<file path="config.mk">
export PLATFORM = sky130hd
export DESIGN_NAME = rv_regfile
export DESIGN_NICKNAME = d
export VERILOG_FILES = /design/src/hdl/rv_regfile.sv
export VERILOG_INCLUDE_DIRS = /design/src /design/src/common
export SDC_FILE = /design/constraint.sdc
export NUM_CORES = 1
export LEC_CHECK = 0
export BUFFER_PORTS_ARGS = -buffer_cell sky130_fd_sc_hd__buf_2
export CAP_MARGIN = 30
export CORE_MARGIN = 4
export CORE_UTILIZATION = 27
export DETAILED_ROUTE_END_ITERATION = 8
export PLACE_DENSITY_LB_ADDON = 0.05
export SLEW_MARGIN = 20
export SYNTH_ARGS = -nofsm -noshare
export SYNTH_HDL_FRONTEND = slang
export SYNTH_SLANG_ARGS = --single-unit
</file>
<file path="constraint.sdc">
create_clock -name clk -period 6.6 [get_ports clk]
set_input_delay 0.33 -clock clk [delete_from_list [all_inputs] [get_ports clk]]
set_output_delay 0.33 -clock clk [all_outputs]
set_load 0.02 [all_outputs]
</file>
<file path="src/common/rv_macros.svh">
`ifndef RV_MACROS_SVH
`define RV_MACROS_SVH

// Datapath and field widths
`define RV_XLEN       32
`define RV_REG_AW     5
`define RV_OPC_W      7
`define RV_F3_W       3
`define RV_SHAMT_W    5

// First fetch address
`define RV_RESET_PC   32'h0000_0000

// Data RAM geometry in words
`define RV_DMEM_WORDS 256
`define RV_DMEM_AW    8

// Writeback source
`define RV_WB_MEM     2'd0
`define RV_WB_ALU     2'd1
`define RV_WB_PC4     2'd2

// Base opcodes
`define RV_OPC_LUI    7'b0110111
`define RV_OPC_AUIPC  7'b0010111
`define RV_OPC_JAL    7'b1101111
`define RV_OPC_JALR   7'b1100111
`define RV_OPC_BRANCH 7'b1100011
`define RV_OPC_LOAD   7'b0000011
`define RV_OPC_STORE  7'b0100011
`define RV_OPC_OP_IMM 7'b0010011
`define RV_OPC_OP     7'b0110011

`endif

</file>
<file path="src/hdl/rv_regfile.sv">
`timescale 1ns/1ps
`default_nettype none

`include "rv_macros.svh"

module rv_regfile (
    input  wire                   clk,
    input  wire [`RV_REG_AW-1:0]  rs1,
    input  wire [`RV_REG_AW-1:0]  rs2,
    output logic [`RV_XLEN-1:0]   rd1,
    output logic [`RV_XLEN-1:0]   rd2,
    input  wire                   we,
    input  wire [`RV_REG_AW-1:0]  wa,
    input  wire [`RV_XLEN-1:0]    wd
);

    logic [`RV_XLEN-1:0] regs [1<<`RV_REG_AW];

    // Entry zero is never written
    always_ff @(posedge clk) begin
        if (we && wa != '0) begin
            regs[wa] <= wd;
        end
    end

    assign rd1 = (rs1 == '0) ? '0 : regs[rs1];
    assign rd2 = (rs2 == '0) ? '0 : regs[rs2];

    // Writeback filters x0 before the port
    no_x0_write_a: assert property (@(posedge clk) we |-> wa != '0)
        else $error("regfile write aimed at x0");

endmodule

`default_nettype wire

</file>
==> reports/metrics.cfg, run 1 <==
[logic_synthesis]
syn_area_sq_um=47900
synth_mux_area_share_pct=25.1
synthSimpleGateAreaFrac_pct=2.17
ys_seq_elements=1024
synth_most_common_cell=edfxtp_1
synthAdderAreaFrac_pct=0
synth_xor_area_share_pct=0
syn_inst=2564
synth_top_area_share_pct=64.2
ys_types=38
yosys-top-cells-count=1024 x edfxtp_1, 320 x mux2i_1, 298 x mux4_2
synth_top_family_by_area=multiplexers
synth_edf_count=1024
synth.largest_area_cell=edfxtp_1
synth-compound-area-share_pct=6.09
yosys-top-cells-area=edfxtp_1 64%, mux4_2 14%, mux2i_1 6.7%
yosysSeqAreaShare_pct=64.2
yosys_warnings=0
synth_ff_type=edfxtp_1
async_reset_ff_share_pct=0
syn_area_per_cell_sq_um=18.7

[place]
port-buffer-count=112
hpwlAfterDp_um=108000
place_congestion=0.771
place_ws_ps=2550
place_inst=4920

[layout]
final_nets=2763
final_core_util_pct=31.7
largest_reg_flops=1024
drive_gt1_share_pct=28.9
reg_top3=regs: 1024 flops
syn_to_final_growth_pct=16.6
final_cells=5154
largest_register=regs

[setup_path]
worstPathMaxFanout=44
critPathRequiredTime_ps=6270
critPathLaunch=rs2[1]
endpoint=rd2[17]
path_class=primary input to output pin
cp.arrival_ps=3530
crit_path_end_kind=output pin
cp-start-kind=primary input

[detailed_routing]
dr.pass1.iters=5
viasPerCell=5.49
wl_per_cell_um=37.5
drt_iter0_markers=2574
wl_met3_um=8860
wl_um=193000
num_vias=28300
drt-met1-wl_um=82000
drc=0
antenna_left=0
dr_wl_met2_um=96600
highest_layer=met4

[sta]
setup_violations=0
finalWorstSetupSlack_ps=2740
relSlewSlack_pct=32.7
fin_crit_sh_pct=58.5
tns_ps=0
clock.fmax_ghz=0.259
grt_setup_unrepaired=no
fin_hold_ws_ps=79.0
period_needed_ps=3860
tightest_slew_ps=1010
hold_violations=0
drv_slew=0

[floorplanning]
die_y_um=429
dieArea_sq_um=184000
start_util_pct=27.2
core_area_sq_um=176000
die_w_um=429
io_pins=113
rows=154

[pwr]
irDropWorstVdd_mv=0.205
p_per_area_nw_per_um2=283
leakage_nw=18.0

[run_status]
status=finished clean

[grt]
grt_pass1_wl_um=262000
antenna_found_initial=8
grt_pass1_vias=30000
grt_max_degree=111
grt-ovfl-total=0
grt_use_total_pct=20.6

[job]
maxCapViolCount=0

[clock_tree]
clock_path_buffers=3
clock-sinks=1024
cts_made_buffers=131
clk_pin_slew_ps=50
cts_resized=0
htree_num_levels=4
cts_tree=built
hold_buffers=0
post-cts-setup-buffers=0
root_buffer=clkbuf_16

[worst_hold_path]
hold_depth=1
hp-class=primary input to flop

[worst max-delay path: stages]
cell	delay, ps
buf_6	540
or3b_4	760
buf_4	420
o221ai_1	350
a21oi_1	160
a211oi_1	570
buf_2	280
[cell usage in the layout, fill, tap and decap left out, drive strengths merged, types with 5 or more instances in the layout]
cell     instances
a211oi          64
a21oi           32
a221oi          55
a22oi           64
a311oi          32
buf            202
bufinv          12
clkbuf         163
clkinv          46
conb            32
edfxtp        1024
inv              7
mux2            64
mux2i          320
mux4           352
nand2           83
nand3b           6
nand4           32
nor2            37
nor2b           37
o2111ai          9
o21ai           55
o221ai          64
or3b             5
[per-stage QoR]
step                      instance area [sq um]  total power [W]
after global placement                    51400          0.00885
after floorplan                           48000          0.00823
after detailed placement                  51600          0.00886
after CTS                                 55800           0.0160
final                                     55900           0.0158
after global routing                      55900           0.0164
[how the worst min path moves through the flow]
stage / startpoint / end / slack, ps
floorplan: wd[0] / regs[0][0] / 430
global placement: wd[6] / regs[17][6] / 840
detailed placement: wd[28] / regs[29][28] / 860
CTS: wd[11] / regs[4][11] / 20
global route: wd[10] / regs[11][10] / 60
finish: wd[28] / regs[0][28] / 80
[layout make-up]
type / instances / area, sq um
diodes: 4 / 10.0
multi-input cells: 1353 / 16400
fillers: 16900 / 120000
clock buffers: 163 / 3530
repair buffers: 202 / 1520
well taps: 2340 / 2930
clock inverters: 66 / 692
flip-flops and latches: 1024 / 30700
inverters: 2 / 10.0
[cell families after synthesis]
family	Yosys count
AOI/OAI and AO/OA	375
buffers and inverters	218
DFF	1024
muxes	736
other	1
and+or+nand+nor	210
[layer usage]
metal  global-route usage (%)  vias up
li1                         -    11400
met1                     26.7    15600
met2                     35.7     1010
met3                     3.20      268
met4                     5.99        0
met5                        0        -
[report_power, final]
group / total [W] / switching [W] / internal [W]
logic: 0.00140 / 0.000910 / 0.000491
registers: 0.00730 / 0.0000419 / 0.00726
clock network: 0.00711 / 0.00285 / 0.00426
total: 0.0158 / 0.00380 / 0.0120
(Power assumes the default switching activity.)
==> run 2, diff against run 1 <==
==> constraint.sdc (replaced) <==
create_clock -name clk -period 3.8 [get_ports clk]
set_input_delay 0.19 -clock clk [delete_from_list [all_inputs] [get_ports clk]]
set_output_delay 0.19 -clock clk [all_outputs]
set_load 0.02 [all_outputs]
==> reports/metrics.cfg, run 2 (synthesis results as in run 1) <==
[place]
hpwlAfterDp_um=115000
place_inst=5007
port-buffer-count=112
place_congestion=0.780

[grt]
antenna_found_initial=7
grt_use_total_pct=20.8
grt-ovfl-total=0
grt_pass1_wl_um=264000
grt_pass1_vias=30400
grt_max_degree=83

[sta]
setup_violations=0
hold_violations=0
drv_slew=0
clock.fmax_ghz=0.324
relSlewSlack_pct=32.6
tns_ps=0
period_needed_ps=3090
grt_setup_unrepaired=no
fin_crit_sh_pct=81.2
tightest_slew_ps=1010

[setup_path]
critPathLaunch=rs2[2]
worstPathMaxFanout=82
critPathRequiredTime_ps=3610
path_class=primary input to output pin
cp-start-kind=primary input
crit_path_end_kind=output pin
endpoint=rd2[21]
cp.arrival_ps=2900

[job]
maxCapViolCount=0

[floorplanning]
rows=154
die_w_um=429
core_area_sq_um=176000
start_util_pct=27.2
dieArea_sq_um=184000
die_y_um=429
io_pins=113

[detailed_routing]
wl_per_cell_um=37.1
dr_wl_met2_um=97000
drc=0
viasPerCell=5.46
dr.pass1.iters=8
wl_met3_um=8570
drt_iter0_markers=2753
num_vias=28800
highest_layer=met4
antenna_left=0
drt-met1-wl_um=84600
wl_um=196000

[layout]
syn_to_final_growth_pct=18.8
reg_top3=regs: 1024 flops
final_nets=2880
final_cells=5271
final_common_cell=edfxtp_1
largest_register=regs
largest_reg_flops=1024
final_cell_mix=1024 x edfxtp_1, 320 x mux2i_1, 298 x mux4_2
drive_gt1_share_pct=30.5

[clock_tree]
root_buffer=clkbuf_16
cts_tree=built
cts_resized=0
hold_buffers=32
htree_num_levels=4
clock-sinks=1024
post-cts-setup-buffers=0
clock_path_buffers=3
clk_pin_slew_ps=50
cts_made_buffers=130

[pwr]
power_w=0.0271
p_per_area_nw_per_um2=476
irDropWorstVdd_mv=0.458
leakage_nw=18.6

[worst_hold_path]
hp-class=primary input to flop
hold_depth=4

[run_status]
status=finished clean

-- run 2: metrics by stage --
| stage | hold WS, ps | cell area (sq um) | worst slack [ps] | utilization (%) |
|---|---|---|---|---|
| after floorplan | 289 | 48000 | 1190 | - |
| final | 226 | 56900 | 715 | 32.3 |
| after global placement | 697 | 52600 | 576 | 29.8 |
| after detailed placement | 711 | 52600 | 660 | 29.8 |
| after CTS | 168 | 56900 | 624 | 32.3 |
| after global routing | 205 | 56900 | 623 | 32.3 |
-- run 2: worst min-delay path by stage --
stage          startpoint      endpoint
6_report            wa[1]  regs[31][13]
5_1_grt             wa[0]  regs[29][15]
4_1_cts             wa[3]  regs[19][14]
3_5_place_dp       wd[28]  regs[13][28]
3_3_place_gp       wd[17]  regs[24][17]
2_1_floorplan       wd[0]    regs[0][0]
-- run 2: layout make-up --
| class | count | area [sq um] |
|---|---|---|
| Fill cell | 16800 | 119000 |
| Sequential cell | 1024 | 30700 |
| Multi-Input combinational cell | 1353 | 16400 |
| Clock buffer | 167 | 3480 |
| Tap cell | 2340 | 2930 |
| Timing Repair Buffer | 320 | 2800 |
| Clock inverter | 64 | 542 |
| Inverter | 2 | 10.0 |
| Antenna cell | 1 | 2.50 |
-- run 2: power breakdown --
| part | switching, W | internal, W | total (W) |
|---|---|---|---|
| Combinational | 0.00161 | 0.000954 | 0.00256 |
| Clock | 0.00491 | 0.00694 | 0.0119 |
| Sequential | 0.0000734 | 0.0126 | 0.0127 |
-- run 2: critical path, cell delays in order --
cell and delay (ps):
buf_8 350, buf_12 470, mux4_1 410, mux2_2 310
a221oi_1 540, a211oi_1 120, buf_2 200
-- run 2: layer usage --
layer | vias up | track usage (%)
met3 | 251 | 2.93
li1 | 11600 | -
met1 | 15900 | 27.6
met5 | - | 0
met4 | 0 | 5.92
met2 | 1021 | 35.6
