<file path="config.mk">
export PLATFORM = sky130hd
export DESIGN_NAME = rv_decode
export DESIGN_NICKNAME = d
export VERILOG_FILES = /design/src/common/rv_pkg.sv /design/src/hdl/rv_decode.sv
export VERILOG_INCLUDE_DIRS = /design/src /design/src/common
export SDC_FILE = /design/constraint.sdc
export NUM_CORES = 1
export LEC_CHECK = 0
export BUFFER_PORTS_ARGS = -buffer_cell sky130_fd_sc_hd__buf_2
export CORE_MARGIN = 3
export CORE_UTILIZATION = 40
export DETAILED_ROUTE_END_ITERATION = 6
export PLACE_DENSITY = 0.75
export SLEW_MARGIN = 20
export SYNTH_ARGS = -nofsm -noshare
export SYNTH_HDL_FRONTEND = slang
export SYNTH_SLANG_ARGS = --single-unit
export TNS_END_PERCENT = 1
</file>
<file path="constraint.sdc">
create_clock -name vclk -period 8.16
set_clock_uncertainty 0.2 [all_clocks]
set_input_delay 1.224 -clock vclk [all_inputs]
set_output_delay 1.224 -clock vclk [all_outputs]
set_load 0.02 [all_outputs]
</file>
<file path="src/common/rv_macros.svh">
`ifndef RV_MACROS_SVH
`define RV_MACROS_SVH

// Datapath and field widths
`define RV_XLEN       32
`define RV_REG_AW     5
`define RV_OPC_W      7
`define RV_F3_W       3
`define RV_SHAMT_W    5

// First fetch address
`define RV_RESET_PC   32'h0000_0000

// Data RAM geometry in words
`define RV_DMEM_WORDS 256
`define RV_DMEM_AW    8

// Writeback source
`define RV_WB_MEM     2'd0
`define RV_WB_ALU     2'd1
`define RV_WB_PC4     2'd2

// Base opcodes
`define RV_OPC_LUI    7'b0110111
`define RV_OPC_AUIPC  7'b0010111
`define RV_OPC_JAL    7'b1101111
`define RV_OPC_JALR   7'b1100111
`define RV_OPC_BRANCH 7'b1100011
`define RV_OPC_LOAD   7'b0000011
`define RV_OPC_STORE  7'b0100011
`define RV_OPC_OP_IMM 7'b0010011
`define RV_OPC_OP     7'b0110011

`endif

</file>
<file path="src/common/rv_pkg.sv">
`default_nettype none

`include "rv_macros.svh"

package rv_pkg;

    //////////////////////////////
    // Instruction formats
    //////////////////////////////
    typedef struct packed {
        logic [6:0]             funct7;
        logic [`RV_REG_AW-1:0]  rs2;
        logic [`RV_REG_AW-1:0]  rs1;
        logic [`RV_F3_W-1:0]    funct3;
        logic [`RV_REG_AW-1:0]  rd;
        logic [`RV_OPC_W-1:0]   opcode;
    } r_fmt_t;

    typedef struct packed {
        logic [11:0]            imm;
        logic [`RV_REG_AW-1:0]  rs1;
        logic [`RV_F3_W-1:0]    funct3;
        logic [`RV_REG_AW-1:0]  rd;
        logic [`RV_OPC_W-1:0]   opcode;
    } i_fmt_t;

    typedef struct packed {
        logic [6:0]             imm_hi;
        logic [`RV_REG_AW-1:0]  rs2;
        logic [`RV_REG_AW-1:0]  rs1;
        logic [`RV_F3_W-1:0]    funct3;
        logic [4:0]             imm_lo;
        logic [`RV_OPC_W-1:0]   opcode;
    } s_fmt_t;

    typedef struct packed {
        logic                   imm12;
        logic [5:0]             imm10_5;
        logic [`RV_REG_AW-1:0]  rs2;
        logic [`RV_REG_AW-1:0]  rs1;
        logic [`RV_F3_W-1:0]    funct3;
        logic [3:0]             imm4_1;
        logic                   imm11;
        logic [`RV_OPC_W-1:0]   opcode;
    } b_fmt_t;

    typedef struct packed {
        logic [19:0]            imm;
        logic [`RV_REG_AW-1:0]  rd;
        logic [`RV_OPC_W-1:0]   opcode;
    } u_fmt_t;

    typedef struct packed {
        logic                   imm20;
        logic [9:0]             imm10_1;
        logic                   imm11;
        logic [7:0]             imm19_12;
        logic [`RV_REG_AW-1:0]  rd;
        logic [`RV_OPC_W-1:0]   opcode;
    } j_fmt_t;

    // One word, six views
    typedef union packed {
        r_fmt_t r;
        i_fmt_t i;
        s_fmt_t s;
        b_fmt_t b;
        u_fmt_t u;
        j_fmt_t j;
    } instr_u;

    //////////////////////////////
    // Control and stage records
    //////////////////////////////
    typedef enum logic [3:0] {
        ALU_ADD, ALU_SUB, ALU_SLL, ALU_SLT, ALU_SLTU,
        ALU_XOR, ALU_SRL, ALU_SRA, ALU_OR, ALU_AND, ALU_PASS_B
    } alu_op_e;

    typedef struct packed {
        alu_op_e                alu_op;
        logic                   a_sel;      // 1 picks the PC
        logic                   b_sel;      // 1 picks the immediate
        logic [`RV_F3_W-1:0]    br_cond;
        logic                   is_branch;
        logic                   is_jal;
        logic                   is_jalr;
        logic                   mem_we;
        logic                   mem_re;
        logic                   reg_we;
        logic [1:0]             wb_sel;
    } ctrl_t;

    typedef struct packed {
        logic                   valid;
        logic [`RV_XLEN-1:0]    pc;
        instr_u                 instr;
        logic [`RV_XLEN-1:0]    rs1_val;
        logic [`RV_XLEN-1:0]    rs2_val;
        logic [`RV_XLEN-1:0]    imm;
        ctrl_t                  ctrl;
    } id_x_t;

    typedef struct packed {
        logic                   valid;
        logic [`RV_XLEN-1:0]    pc;
        logic [`RV_REG_AW-1:0]  rd;
        logic [`RV_XLEN-1:0]    result;
        ctrl_t                  ctrl;
    } x_wb_t;

    typedef struct packed {
        logic [`RV_XLEN-1:0]    pc;
        logic [`RV_REG_AW-1:0]  rd;
        logic [`RV_XLEN-1:0]    data;
        logic                   reg_we;
    } retire_t;

    typedef enum logic [1:0] {
        FWD_RF, FWD_X, FWD_WB
    } fwd_sel_e;

endpackage

`default_nettype wire

</file>
<file path="src/hdl/rv_decode.sv">
`timescale 1ns/1ps
`default_nettype none

`include "rv_macros.svh"

module rv_decode (
    input  wire                  fetch_valid,
    input  wire [`RV_XLEN-1:0]   fetch_pc,
    input  wire rv_pkg::instr_u  instr,
    input  wire                  kill,
    output rv_pkg::ctrl_t        ctrl,
    output logic [`RV_XLEN-1:0]  imm,
    output logic                 jal_taken,
    output logic [`RV_XLEN-1:0]  jal_target
);

    rv_pkg::alu_op_e arith_op;
    logic            alt;

    // Bit 30 selects SUB and SRA
    assign alt = instr.r.funct7[5];

    always_comb begin
        case (instr.r.funct3)
            3'b000:  arith_op = (alt && instr.r.opcode == `RV_OPC_OP) ?
                                rv_pkg::ALU_SUB : rv_pkg::ALU_ADD;
            3'b001:  arith_op = rv_pkg::ALU_SLL;
            3'b010:  arith_op = rv_pkg::ALU_SLT;
            3'b011:  arith_op = rv_pkg::ALU_SLTU;
            3'b100:  arith_op = rv_pkg::ALU_XOR;
            3'b101:  arith_op = alt ? rv_pkg::ALU_SRA : rv_pkg::ALU_SRL;
            3'b110:  arith_op = rv_pkg::ALU_OR;
            default: arith_op = rv_pkg::ALU_AND;
        endcase
    end

    always_comb begin
        ctrl         = '0;
        ctrl.br_cond = instr.b.funct3;
        imm          = {{(`RV_XLEN-12){instr.i.imm[11]}}, instr.i.imm};
        case (instr.r.opcode)
            `RV_OPC_LUI: begin
                ctrl.alu_op = rv_pkg::ALU_PASS_B;
                ctrl.b_sel  = 1'b1;
                ctrl.reg_we = 1'b1;
                ctrl.wb_sel = `RV_WB_ALU;
                imm         = {instr.u.imm, 12'b0};
            end
            `RV_OPC_AUIPC: begin
                ctrl.a_sel  = 1'b1;
                ctrl.b_sel  = 1'b1;
                ctrl.reg_we = 1'b1;
                ctrl.wb_sel = `RV_WB_ALU;
                imm         = {instr.u.imm, 12'b0};
            end
            `RV_OPC_JAL: begin
                ctrl.is_jal = 1'b1;
                ctrl.reg_we = 1'b1;
                ctrl.wb_sel = `RV_WB_PC4;
                imm         = {{(`RV_XLEN-20){instr.j.imm20}}, instr.j.imm19_12,
                               instr.j.imm11, instr.j.imm10_1, 1'b0};
            end
            `RV_OPC_JALR: begin
                ctrl.is_jalr = 1'b1;
                ctrl.b_sel   = 1'b1;
                ctrl.reg_we  = 1'b1;
                ctrl.wb_sel  = `RV_WB_PC4;
            end
            `RV_OPC_BRANCH: begin
                ctrl.is_branch = 1'b1;
                imm            = {{(`RV_XLEN-12){instr.b.imm12}}, instr.b.imm11,
                                  instr.b.imm10_5, instr.b.imm4_1, 1'b0};
            end
            `RV_OPC_LOAD: begin
                ctrl.b_sel  = 1'b1;
                ctrl.mem_re = 1'b1;
                ctrl.reg_we = 1'b1;
                ctrl.wb_sel = `RV_WB_MEM;
            end
            `RV_OPC_STORE: begin
                ctrl.b_sel  = 1'b1;
                ctrl.mem_we = 1'b1;
                imm         = {{(`RV_XLEN-12){instr.s.imm_hi[6]}}, instr.s.imm_hi,
                               instr.s.imm_lo};
            end
            `RV_OPC_OP_IMM: begin
                ctrl.alu_op = arith_op;
                ctrl.b_sel  = 1'b1;
                ctrl.reg_we = 1'b1;
                ctrl.wb_sel = `RV_WB_ALU;
            end
            `RV_OPC_OP: begin
                ctrl.alu_op = arith_op;
                ctrl.reg_we = 1'b1;
                ctrl.wb_sel = `RV_WB_ALU;
            end
            default: begin
                // Unknown opcode falls through as a no-op
                ctrl.br_cond = '0;
            end
        endcase
    end

    // JAL resolves here and costs one slot
    assign jal_taken  = fetch_valid && !kill && ctrl.is_jal;
    assign jal_target = fetch_pc + imm;

endmodule

`default_nettype wire

</file>
==> insert_results.sql <==
INSERT INTO impl_metrics (metric_group, metric, value, unit) VALUES
('status', 'run_status', 'complete, no violations', ''),
('setup_path', 'cp.required', '6740', 'ps'),
('cells_and_area', 'finish.net_count', '581', ''),
('die', 'row_count', '26', ''),
('global_route', 'global_route.overflow_total', '0', ''),
('drt', 'post_drt_wl_per_cell', '16.0', 'um'),
('die', 'io_pins', '148', ''),
('min_path', 'min_to', 'jal_taken', ''),
('die', 'die-area', '6610', 'um^2'),
('die', 'floorplan.initialDensity', '42.8', '%'),
('sta', 'hold_violations', '0', ''),
('synthesis', 'ys_seq_area_share', '0', '%'),
('sta', 'finalSetupViolCount', '0', ''),
('placement', 'dpl.hpwl', '7650', 'um'),
('sta', 'worst-slew-pin-transition', '840', 'ps'),
('synthesis', 'synthesis_warning_total', '0', ''),
('sta', 'setup_repair_after_global_routing_missed_its_margin', 'no', ''),
('placement', 'io_buffer_count', '148', ''),
('sta', 'maxSlewViolCount', '0', ''),
('cells_and_area', 'area_growth', '34.7', '%'),
('placement', 'place.gp.congestion', '0.915', ''),
('cells_and_area', 'seq_cells', '0', ''),
('global_route', 'gr_util_all_layers', '24.2', '%'),
('cells_and_area', 'drive_gt1_share', '33.9', '%'),
('power', 'irDropWorstVdd', '0.0575', 'mV'),
('setup_path', 'timing.critical_path.fanout_max', '8', ''),
('min_path', 'hold_path_class', 'in2out', ''),
('setup_path', 'timing.critical_path.from_type', 'input pin', ''),
('power', 'p_leak', '1.60', 'nW'),
('drt', 'via_count', '3125', ''),
('synthesis', 'post_synth_num_cell_types', '60', ''),
('drt', 'drt-pass1-iter-count', '5', ''),
('flow_run', 'cap_viol_max_count', '0', ''),
('die', 'floorplan.die.height', '81.3', 'um'),
('setup_path', 'signal_arrival_time_at_the_worst_endpoint', '5020', 'ps'),
('setup_path', 'critPathCaptureType', 'output pin', ''),
('cells_and_area', 'layout.cells.most_common', 'buf_2', ''),
('sta', 'period_needed', '6440', 'ps'),
('sta', 'worst_hold_slack', '2510', 'ps'),
('min_path', 'timing.hold.worst_path_depth', '3', ''),
('clock_network', 'cts-hold-fix-buffers', '0', ''),
('synthesis', 'netlist_instances', '345', ''),
('sta', 'slew-limit-headroom', '43.7', '%'),
('global_route', 'grt_pass1_vias', '2807', ''),
('clock_network', 'cts.repair_timing.setup_buffer_count', '0', ''),
('sta', 'post-route-period-util', '79.0', '%'),
('clock_network', 'post_cts.resized_instances', '0', ''),
('setup_path', 'path_class', 'in2out', ''),
('drt', 'dr.first_iter.drc_count', '150', ''),
('sta', 'timing.setup.tns', '0', 'ps'),
('global_route', 'largest_net_degree_at_the_start_of_global_routing', '21', ''),
('global_route', 'grt_first_pass_wirelength', '12900', 'um'),
('synthesis', 'average_size_of_a_mapped_cell', '6.58', 'um^2'),
('synthesis', 'cell_area_synth', '2270', 'um^2'),
('cells_and_area', 'diodes', '0', ''),
('global_route', 'grt_antenna_before_repair', '0', ''),
('drt', 'totalWireLength', '8830', 'um'),
('cells_and_area', 'fin_util', '57.6', '%'),
('drt', 'drtAntennaViolNets', '0', ''),
('min_path', 'timing.hold.worst.start', 'kill', ''),
('cells_and_area', 'most-common-layout-cells', 'buf_2 (148), nand2_1 (51), a21oi_1 (41), ha_1 (31)', ''),
('die', 'core_area', '5300', 'um^2'),
('drt', 'detail_route.drc_violations', '0', ''),
('sta', 'fmaxAchievable', '155', 'MHz'),
('drt', 'via_per_inst', '5.67', ''),
('power', 'power.density_cell_area', '102', 'nW/um^2'),
('cells_and_area', 'seqCellArea', '0', 'um^2'),
('cells_and_area', 'n_clock_buffer', '0', ''),
('synthesis', 'postSynthNetCount', '443', ''),
('die', 'die-width', '81.3', 'um');
## power by group
| group | switching, mW | total (mW) | internal (mW) | leakage (nW) |
|---|---|---|---|---|
| sequential | 0 | 0 | 0 | 0 |
| clock | 0 | 0 | 0 | 0 |
| combinational | 0.196 | 0.312 | 0.116 | 1.60 |
## cells in the mapped netlist (2+ instances only)
cell / instances / area share (%)
xnor2_1: 18 / 6.9
o21bai_1: 4 / 1.3
o31ai_1: 4 / 1.3
a211oi_1: 3 / 0.99
a21oi_1: 41 / 9.0
nand2b_1: 6 / 1.7
or3_1: 4 / 1.1
o22ai_1: 3 / 0.83
a31oi_1: 6 / 1.7
nor2_1: 22 / 3.6
and2_1: 2 / 0.55
nand4_1: 3 / 0.83
nand2_1: 51 / 8.4
clkbuf_1: 11 / 1.8
a21o_1: 18 / 6.0
ha_1: 31 / 17
nor3b_1: 2 / 0.66
xor2_1: 9 / 3.5
nand3_1: 11 / 2.4
nor3_1: 8 / 1.8
a21oi_2: 2 / 0.77
o21ai_0: 22 / 4.9
o21a_1: 3 / 0.99
nor2b_1: 13 / 3.6
inv_1: 13 / 2.2
## metal layers
layer / track usage (%) / wire length, um / up-vias
met5: 0 / 0 / -
met4: 3.55 / 102 / 0
met3: 1.77 / 669 / 13
met2: 45.8 / 4530 / 133
met1: 30.0 / 3530 / 1433
li1: - / - / 1546
## per-stage QoR
| stage | setup WS, ps | area [um^2] | power, mW | cells |
|---|---|---|---|---|
| finish | 1720 | 3060 | 0.312 | 551 |
| floorplan | 1940 | 2270 | 0.213 | 345 |
| CTS | 1750 | 3060 | 0.311 | 551 |
| global placement | 1770 | 3060 | 0.307 | 551 |
| global route | 1470 | 3060 | 0.337 | 551 |
| detailed placement | 1790 | 3060 | 0.309 | 551 |
## worst max path at each step
stage	endpoint	slack, ps	startpoint
2_1_floorplan	jal_target[29]	1940	instr[4]
3_3_place_gp	jal_target[31]	1770	instr[4]
3_5_place_dp	jal_target[31]	1790	instr[4]
4_1_cts	jal_target[31]	1750	instr[4]
5_1_grt	jal_target[19]	1470	instr[4]
6_report	jal_target[19]	1720	instr[4]
## cells by family after synthesis
| group | after synthesis | synth area share, % |
|---|---|---|
| compound gates | 128 | 38.1 |
| mux | 1 | 0.441 |
| fa+ha+maj | 32 | 18.0 |
| simple gates | 131 | 28.6 |
| xor+xnor | 27 | 10.4 |
| buf+inv | 26 | 4.52 |
## final cells by class
class	count	area, um^2
repair buffers	149	748
multi-input cells	319	2170
well taps	70	87.6
fillers	546	2250
inverters	13	48.8
## critical path: stages
cell and delay, ps:
buf_2 130, nand2b_1 260, o22ai_1 170, nand2_1 70, o31ai_1 90, nand3_1 180, a21oi_1 590, a21oi_1 170
ha_1 380, a21oi_1 240, a21boi_0 220, a31oi_1 70, a21boi_4 180, a31oi_4 300, o22ai_1 180, nor4b_1 260
a211o_1 130, buf_2 150
Note: power is estimated with default switching activity, not from simulation.
