File: src/common/rv_macros.svh
`ifndef RV_MACROS_SVH
`define RV_MACROS_SVH

// Datapath and field widths
`define RV_XLEN       32
`define RV_REG_AW     5
`define RV_OPC_W      7
`define RV_F3_W       3
`define RV_SHAMT_W    5

// First fetch address
`define RV_RESET_PC   32'h0000_0000

// Data RAM geometry in words
`define RV_DMEM_WORDS 256
`define RV_DMEM_AW    8

// Writeback source
`define RV_WB_MEM     2'd0
`define RV_WB_ALU     2'd1
`define RV_WB_PC4     2'd2

// Base opcodes
`define RV_OPC_LUI    7'b0110111
`define RV_OPC_AUIPC  7'b0010111
`define RV_OPC_JAL    7'b1101111
`define RV_OPC_JALR   7'b1100111
`define RV_OPC_BRANCH 7'b1100011
`define RV_OPC_LOAD   7'b0000011
`define RV_OPC_STORE  7'b0100011
`define RV_OPC_OP_IMM 7'b0010011
`define RV_OPC_OP     7'b0110011

`endif

File: src/common/rv_pkg.sv
`default_nettype none

`include "rv_macros.svh"

package rv_pkg;

    //////////////////////////////
    // Instruction formats
    //////////////////////////////
    typedef struct packed {
        logic [6:0]             funct7;
        logic [`RV_REG_AW-1:0]  rs2;
        logic [`RV_REG_AW-1:0]  rs1;
        logic [`RV_F3_W-1:0]    funct3;
        logic [`RV_REG_AW-1:0]  rd;
        logic [`RV_OPC_W-1:0]   opcode;
    } r_fmt_t;

    typedef struct packed {
        logic [11:0]            imm;
        logic [`RV_REG_AW-1:0]  rs1;
        logic [`RV_F3_W-1:0]    funct3;
        logic [`RV_REG_AW-1:0]  rd;
        logic [`RV_OPC_W-1:0]   opcode;
    } i_fmt_t;

    typedef struct packed {
        logic [6:0]             imm_hi;
        logic [`RV_REG_AW-1:0]  rs2;
        logic [`RV_REG_AW-1:0]  rs1;
        logic [`RV_F3_W-1:0]    funct3;
        logic [4:0]             imm_lo;
        logic [`RV_OPC_W-1:0]   opcode;
    } s_fmt_t;

    typedef struct packed {
        logic                   imm12;
        logic [5:0]             imm10_5;
        logic [`RV_REG_AW-1:0]  rs2;
        logic [`RV_REG_AW-1:0]  rs1;
        logic [`RV_F3_W-1:0]    funct3;
        logic [3:0]             imm4_1;
        logic                   imm11;
        logic [`RV_OPC_W-1:0]   opcode;
    } b_fmt_t;

    typedef struct packed {
        logic [19:0]            imm;
        logic [`RV_REG_AW-1:0]  rd;
        logic [`RV_OPC_W-1:0]   opcode;
    } u_fmt_t;

    typedef struct packed {
        logic                   imm20;
        logic [9:0]             imm10_1;
        logic                   imm11;
        logic [7:0]             imm19_12;
        logic [`RV_REG_AW-1:0]  rd;
        logic [`RV_OPC_W-1:0]   opcode;
    } j_fmt_t;

    // One word, six views
    typedef union packed {
        r_fmt_t r;
        i_fmt_t i;
        s_fmt_t s;
        b_fmt_t b;
        u_fmt_t u;
        j_fmt_t j;
    } instr_u;

    //////////////////////////////
    // Control and stage records
    //////////////////////////////
    typedef enum logic [3:0] {
        ALU_ADD, ALU_SUB, ALU_SLL, ALU_SLT, ALU_SLTU,
        ALU_XOR, ALU_SRL, ALU_SRA, ALU_OR, ALU_AND, ALU_PASS_B
    } alu_op_e;

    typedef struct packed {
        alu_op_e                alu_op;
        logic                   a_sel;      // 1 picks the PC
        logic                   b_sel;      // 1 picks the immediate
        logic [`RV_F3_W-1:0]    br_cond;
        logic                   is_branch;
        logic                   is_jal;
        logic                   is_jalr;
        logic                   mem_we;
        logic                   mem_re;
        logic                   reg_we;
        logic [1:0]             wb_sel;
    } ctrl_t;

    typedef struct packed {
        logic                   valid;
        logic [`RV_XLEN-1:0]    pc;
        instr_u                 instr;
        logic [`RV_XLEN-1:0]    rs1_val;
        logic [`RV_XLEN-1:0]    rs2_val;
        logic [`RV_XLEN-1:0]    imm;
        ctrl_t                  ctrl;
    } id_x_t;

    typedef struct packed {
        logic                   valid;
        logic [`RV_XLEN-1:0]    pc;
        logic [`RV_REG_AW-1:0]  rd;
        logic [`RV_XLEN-1:0]    result;
        ctrl_t                  ctrl;
    } x_wb_t;

    typedef struct packed {
        logic [`RV_XLEN-1:0]    pc;
        logic [`RV_REG_AW-1:0]  rd;
        logic [`RV_XLEN-1:0]    data;
        logic                   reg_we;
    } retire_t;

    typedef enum logic [1:0] {
        FWD_RF, FWD_X, FWD_WB
    } fwd_sel_e;

endpackage

`default_nettype wire

File: src/hdl/rv_forward.sv
`timescale 1ns/1ps
`default_nettype none

`include "rv_macros.svh"

module rv_forward (
    input  wire [`RV_REG_AW-1:0]  id_rs1,
    input  wire [`RV_REG_AW-1:0]  id_rs2,
    input  wire rv_pkg::id_x_t    x_stage,
    input  wire rv_pkg::x_wb_t    wb_stage,
    output rv_pkg::fwd_sel_e      fwd_id_a,
    output rv_pkg::fwd_sel_e      fwd_id_b,
    output logic                  fwd_x_a,
    output logic                  fwd_x_b
);

    logic [`RV_REG_AW-1:0] x_rd;
    logic                  x_src;
    logic                  wb_src;
    logic                  wb_load;

    assign x_rd = x_stage.instr.r.rd;

    // Load data is not ready while the load sits in X
    assign x_src   = x_stage.valid && x_stage.ctrl.reg_we && !x_stage.ctrl.mem_re &&
                     (x_rd != '0);
    assign wb_src  = wb_stage.valid && wb_stage.ctrl.reg_we && (wb_stage.rd != '0);
    assign wb_load = wb_src && wb_stage.ctrl.mem_re;

    // Younger producer wins
    assign fwd_id_a = (x_src && x_rd == id_rs1)            ? rv_pkg::FWD_X  :
                      (wb_src && wb_stage.rd == id_rs1)    ? rv_pkg::FWD_WB : rv_pkg::FWD_RF;
    assign fwd_id_b = (x_src && x_rd == id_rs2)            ? rv_pkg::FWD_X  :
                      (wb_src && wb_stage.rd == id_rs2)    ? rv_pkg::FWD_WB : rv_pkg::FWD_RF;

    // Load returning in WB patches its direct consumer in X
    assign fwd_x_a = wb_load && (wb_stage.rd == x_stage.instr.r.rs1);
    assign fwd_x_b = wb_load && (wb_stage.rd == x_stage.instr.r.rs2);

endmodule

`default_nettype wire

File: config.mk
export PLATFORM = sky130hd
export DESIGN_NAME = rv_forward
export DESIGN_NICKNAME = d
export VERILOG_FILES = /design/src/common/rv_pkg.sv /design/src/hdl/rv_forward.sv
export VERILOG_INCLUDE_DIRS = /design/src /design/src/common
export SDC_FILE = /design/constraint.sdc
export NUM_CORES = 1
export LEC_CHECK = 0
export BUFFER_PORTS_ARGS = -buffer_cell sky130_fd_sc_hd__buf_2
export CAP_MARGIN = 30
export CORE_AREA = 2 2 110 112
export DETAILED_ROUTE_END_ITERATION = 6
export DIE_AREA = 0 0 112 114
export PLACE_DENSITY = 0.46
export SLEW_MARGIN = 20
export SYNTH_ARGS = -nofsm -noshare
export SYNTH_HDL_FRONTEND = slang
export SYNTH_SLANG_ARGS = --single-unit
File: constraint.sdc
create_clock -name vclk -period 3.1
set_clock_uncertainty 0.1 [all_clocks]
set_input_delay 0.93 -clock vclk [all_inputs]
set_output_delay 0.93 -clock vclk [all_outputs]
set_load 0.1 [all_outputs]
==> results.toml, run 1 <==
[sta]
final_hold_viol_count = 0
worst_slew_pin_slew_ps = 305.5
max_freq_mhz = 306.7
relSlewSlack_pct = 79.48
worst_slack_ps = -160.4
post-route-period-util_pct = 105.2
final-setup-viol-count = 3
rsz0062_at_grt = "yes"
slew_viol_final = 0
period_needed_ps = 3260

[routing]
final_antenna_net_count = 0
wl_mm = 2.354
wl_per_cell_um = 9.160
drt_first_iter_violations = 15
vias_per_cell = 2.292
drc = 0
drtPass1Iterations = 4
vias = 589

[synth]
seq_area_frac_synth_pct = 0
ys_types = 13
synthCells = 58
yosys_warnings = 0
syn_avg_cell_area_um2 = 7.205
synthesis.nets = 333
synth_area_um2 = 417.9

[finish]
flops_and_latches = 0
clkbuf_count = 0
area_growth_syn_to_layout_pct = 175.4
stdcell_count = 257
register_area_um2 = 0
nets = 387
antenna_cells = 0
drive_above_1_share_pct = 66.36

[status]
status = "finished with violations"
violations = "setup timing"

[place]
dp_hpwl_mm = 2.256
placed_cells = 256
port_buffers = 42
gp_congestion = 0.7225

[global_route]
grt_pass1_vias = 589
grt_overflow = 0
grt_util_all_layers_pct = 3.583
antenna_found_initial = 1
grt_start_max_net_pins = 5
grt_pass1_wl_mm = 3.429

[setup_path]
worstPathRequired_ps = 2070
crit_fanout = 2
slowest_stage = "or4_4"
crit_type = "in2out"
critPathLaunchType = "primary input"
arrival_ps = 2230
worstPathCellList = "buf_6, or4_4, o21ai_4, nor4_4, nor3_4, buf_12"
slowest_delay_ps = 530
critPathCaptureType = "output port"

[pwr]
leakagePower_nw = 0.4380
total_power_uw = 124.7
powerDensity_nw_per_um2 = 108.3
worst_ir_drop_vdd_mv = 0.02947

[floorplanning]
dieArea_um2 = 12770
die_x_um = 112
floorplan.initialDensity_pct = 3.568
dieHeight_um = 114
ioPinCount = 281
rows = 40
core-area_um2 = 11710

[flow_run]
drv_cap = 0

[hold_path]
min_path_type = "in2out"
## cell type report
type	instances	area [µm²]
multi-input cells	53	520.5
fillers	1382	10560
well taps	147	183.9
repair buffers	57	446.7
## layout by cell type (no fill, tap or decap)
cell type | synthesis | routed
nand3_2 | 0 | 2
nand2_1 | 2 | 1
buf_12 | 0 | 7
xor2_1 | 12 | 12
nor3_4 | 0 | 3
o21ai_4 | 0 | 1
nand4_1 | 1 | 1
nand3_1 | 7 | 5
nor2_1 | 1 | 1
xnor2_1 | 18 | 15
buf_2 | 0 | 32
nand2_2 | 0 | 1
buf_4 | 0 | 15
nor3_1 | 4 | 2
xnor2_2 | 0 | 3
nor3_2 | 2 | 1
or4_4 | 0 | 1
and3b_2 | 0 | 1
buf_6 | 0 | 3
nor4_4 | 0 | 3
## worst max-delay path, delay by kind of cell
family / cells / cell delay (ps)
and+or+nand+nor: 3 / 790
buffers and inverters: 2 / 290
AOI/OAI and AO/OA: 1 / 210
## layer usage
layer	vias to the layer above	wire, µm	GRT usage [%]
met1	264	1029	4.780
li1	300	-	-
met2	25	1193	6.586
met3	0	131	0.4782
met4	0	0	0
met5	-	0	0
## synthesized netlist by cell type, drive strengths merged
cell | number | area (µm²)
and3b | 1 | 8.760
clkbuf | 5 | 18.77
nand2 | 2 | 7.510
nand3 | 7 | 35.03
nand4 | 1 | 6.260
nor2 | 1 | 3.750
nor3 | 6 | 40.04
nor4 | 3 | 18.77
o21ai | 1 | 8.760
or4 | 1 | 7.510
xnor2 | 18 | 157.7
xor2 | 12 | 105.1
## cell families (layout without fill, tap and decap cells)
family	count (synthesis)	in the layout	share of synthesized area, %
XOR/XNOR	30	30	62.87
buffers and inverters	5	57	4.491
AND/OR/NAND/NOR	22	22	30.54
AO/OA/AOI/OAI	1	1	2.096
## stage by stage
stage	setup TNS [ps]	utilization, %	hold slack (ps)	instance area, µm²	worst slack [ps]
after floorplan	-2470	-	2035	541.8	-680.5
after global placement	-766.1	9.049	2236	1060	-235.4
after detailed placement	-820.3	9.049	2229	1060	-250.7
after CTS	-422.9	9.402	2235	1101	-173.2
after global routing	-508.4	9.829	2264	1151	-201.5
final	-400.2	9.829	2235	1151	-160.4
## worst paths after layout
| path | start | end | slack (ps) | cells after the start |
|---|---|---|---|---|
| worst max-delay path | x_stage[121] | fwd_id_a[1] | -160 | 6 |
| worst min-delay path | x_stage[135] | fwd_x_b | 2230 | 5 |
## report_power, final
group | total (mW) | internal (mW) | switching (mW)
combinational | 0.125 | 0.0641 | 0.0606
clock | 0 | 0 | 0
sequential | 0 | 0 | 0
total | 0.125 | 0.0641 | 0.0606
## what timing repair did
action,in CTS,in global routing
endpoints found under the setup margin,5,5
hold buffers,0,0
pin swaps,3,4
hold endpoints to repair,0,0
setup buffers,0,1
gates resized for setup,9,9
No activity file was read; power rests on OpenSTA's default activity.
==> inputs of run 2 (changes only) <==
TNS_END_PERCENT = 1   (was default)
==> results.toml, run 2 (synthesized netlist as in run 1, its figures left out) <==
[clocking]
cts_setup_buffers = 0

[pwr]
worst_ir_drop_vdd_mv = 0.03803
combPwrFrac_pct = 100.0
total_power_uw = 117.6
leakagePower_nw = 0.4139
powerDensity_nw_per_um2 = 107.8
p_int_uw = 58.89
p_sw_uw = 58.74
switching_share_pct = 49.94
clkPwrFrac_pct = 0
pwr-share-seq_pct = 0

[status]
violations = "setup timing"
status = "finished with violations"

[sta]
final-setup-viol-count = 4
finalSetupTns_ps = -407.5
slew_viol_final = 0
worst_slack_ps = -138.7
worst_slew_pin_slew_ps = 311.8
rsz0062_at_grt = "yes"
final_hold_viol_count = 0
relSlewSlack_pct = 79.06
period_needed_ps = 3239
max_freq_mhz = 308.8
post-route-period-util_pct = 104.5

[floorplanning]
floorplan.initialDensity_pct = 3.568
die_x_um = 112
core-area_um2 = 11710
dieArea_um2 = 12770
dieHeight_um = 114
ioPinCount = 281
rows = 40

[finish]
fillers = 1383
flops_and_latches = 0
drive_above_1_share_pct = 60.91
final_cell_mix = "34 x buf_2, 17 x xnor2_1, 15 x buf_4"
register_area_um2 = 0
multi_input_area_um2 = 491.7
clkbuf_count = 0
stdcell_count = 258
layout_commonest_cell = "buf_2"
area_growth_syn_to_layout_pct = 161.1
nets = 387

[routing]
drtPass1Iterations = 2
wl_per_cell_um = 10.15
drc = 0
vias_per_cell = 2.186
vias = 564
final_antenna_net_count = 0
wl_mm = 2.618
drt_first_iter_violations = 7

[setup_path]
slowest_delay_ps = 530
cp_top_family = "simple AND/OR/NAND/NOR gates"
slowest_stage = "or4_4"
crit_type = "in2out"
critPathBufInv = 2
crit_fanout = 2
critPathCaptureType = "output port"
critPathLaunchType = "primary input"
worstPathRequired_ps = 2070
timing.critical_path.mode_cell = "nor3_4"
worstPathCellList = "buf_6, or4_4, o21ai_4, nor3_4, nor3_4, buf_12"
arrival_ps = 2210

[flow_run]
drv_cap = 0

[global_route]
antenna_found_initial = 2
grt_util_all_layers_pct = 4.007
grt_pass1_vias = 636
grt_pass1_wl_mm = 3.774
grt_overflow = 0
grt_start_max_net_pins = 5

[place]
placed_cells = 257
port_buffers = 42
dp_hpwl_mm = 2.507
gp_congestion = 0.7373

[hold_path]
min_path_type = "in2out"
run 2: cell count changes in the layout (fill, tap and decap cells not counted), sizes merged:
cell	previous run	this run
buf	57	56
diode	0	1
clkbuf	0	1
run 2: tightest hold or removal path, stage by stage:
cell     delay, ps
buf_2           90
xnor2_1         50
nand3_1        120
nor4_4          60
buf_12         160
run 2: power by group through the flow:
stage                        Clock, mW  Sequential [mW]  Combinational [mW]
after floorplan                      0                0              0.0582
after global placement               0                0               0.114
after detailed placement             0                0               0.115
after CTS                            0                0               0.121
after global routing                 0                0               0.129
final                     0.0000000432                0               0.118
run 2: path summary, 6_finish.rpt:
path,end,cells past startpoint,startpoint
max,fwd_id_b[1],6,x_stage[123]
min,fwd_x_a,5,x_stage[131]
run 2: through the flow:
| step | setup slack [ps] | hold slack, ps | utilization [%] | instance area [µm²] |
|---|---|---|---|---|
| after detailed placement | -245.9 | 2271 | 8.964 | 1050 |
| after global placement | -224.5 | 2273 | 8.964 | 1050 |
| after global routing | -179.2 | 2288 | 9.295 | 1089 |
| after CTS | -229.1 | 2262 | 9.274 | 1086 |
| after floorplan | -680.5 | 2035 | - | 486.7 |
| final | -138.7 | 2238 | 9.316 | 1091 |
run 2: what timing repair did:
item / in CTS / in global routing
resized for setup: 6 / 1
hold buffers: 0 / 0
endpoints found under the setup margin: 6 / 6
pin swaps: 7 / 4
hold endpoints to repair: 0 / 0
run 2: per-layer routing:
layer / GRT usage (%) / up-vias / part of all wire, %
li1: - / 301 / -
met1: 5.324 / 236 / 45
met2: 6.424 / 23 / 43
met3: 1.807 / 2 / 11
met4: 0 / 2 / 0
met5: 0 / - / 0.61
run 2: layout make-up:
cell class	count	share of cell area, %
Antenna cell	1	0.2294
Multi-Input combinational cell	53	45.07
Tap cell	147	16.86
Timing Repair Buffer	57	37.84
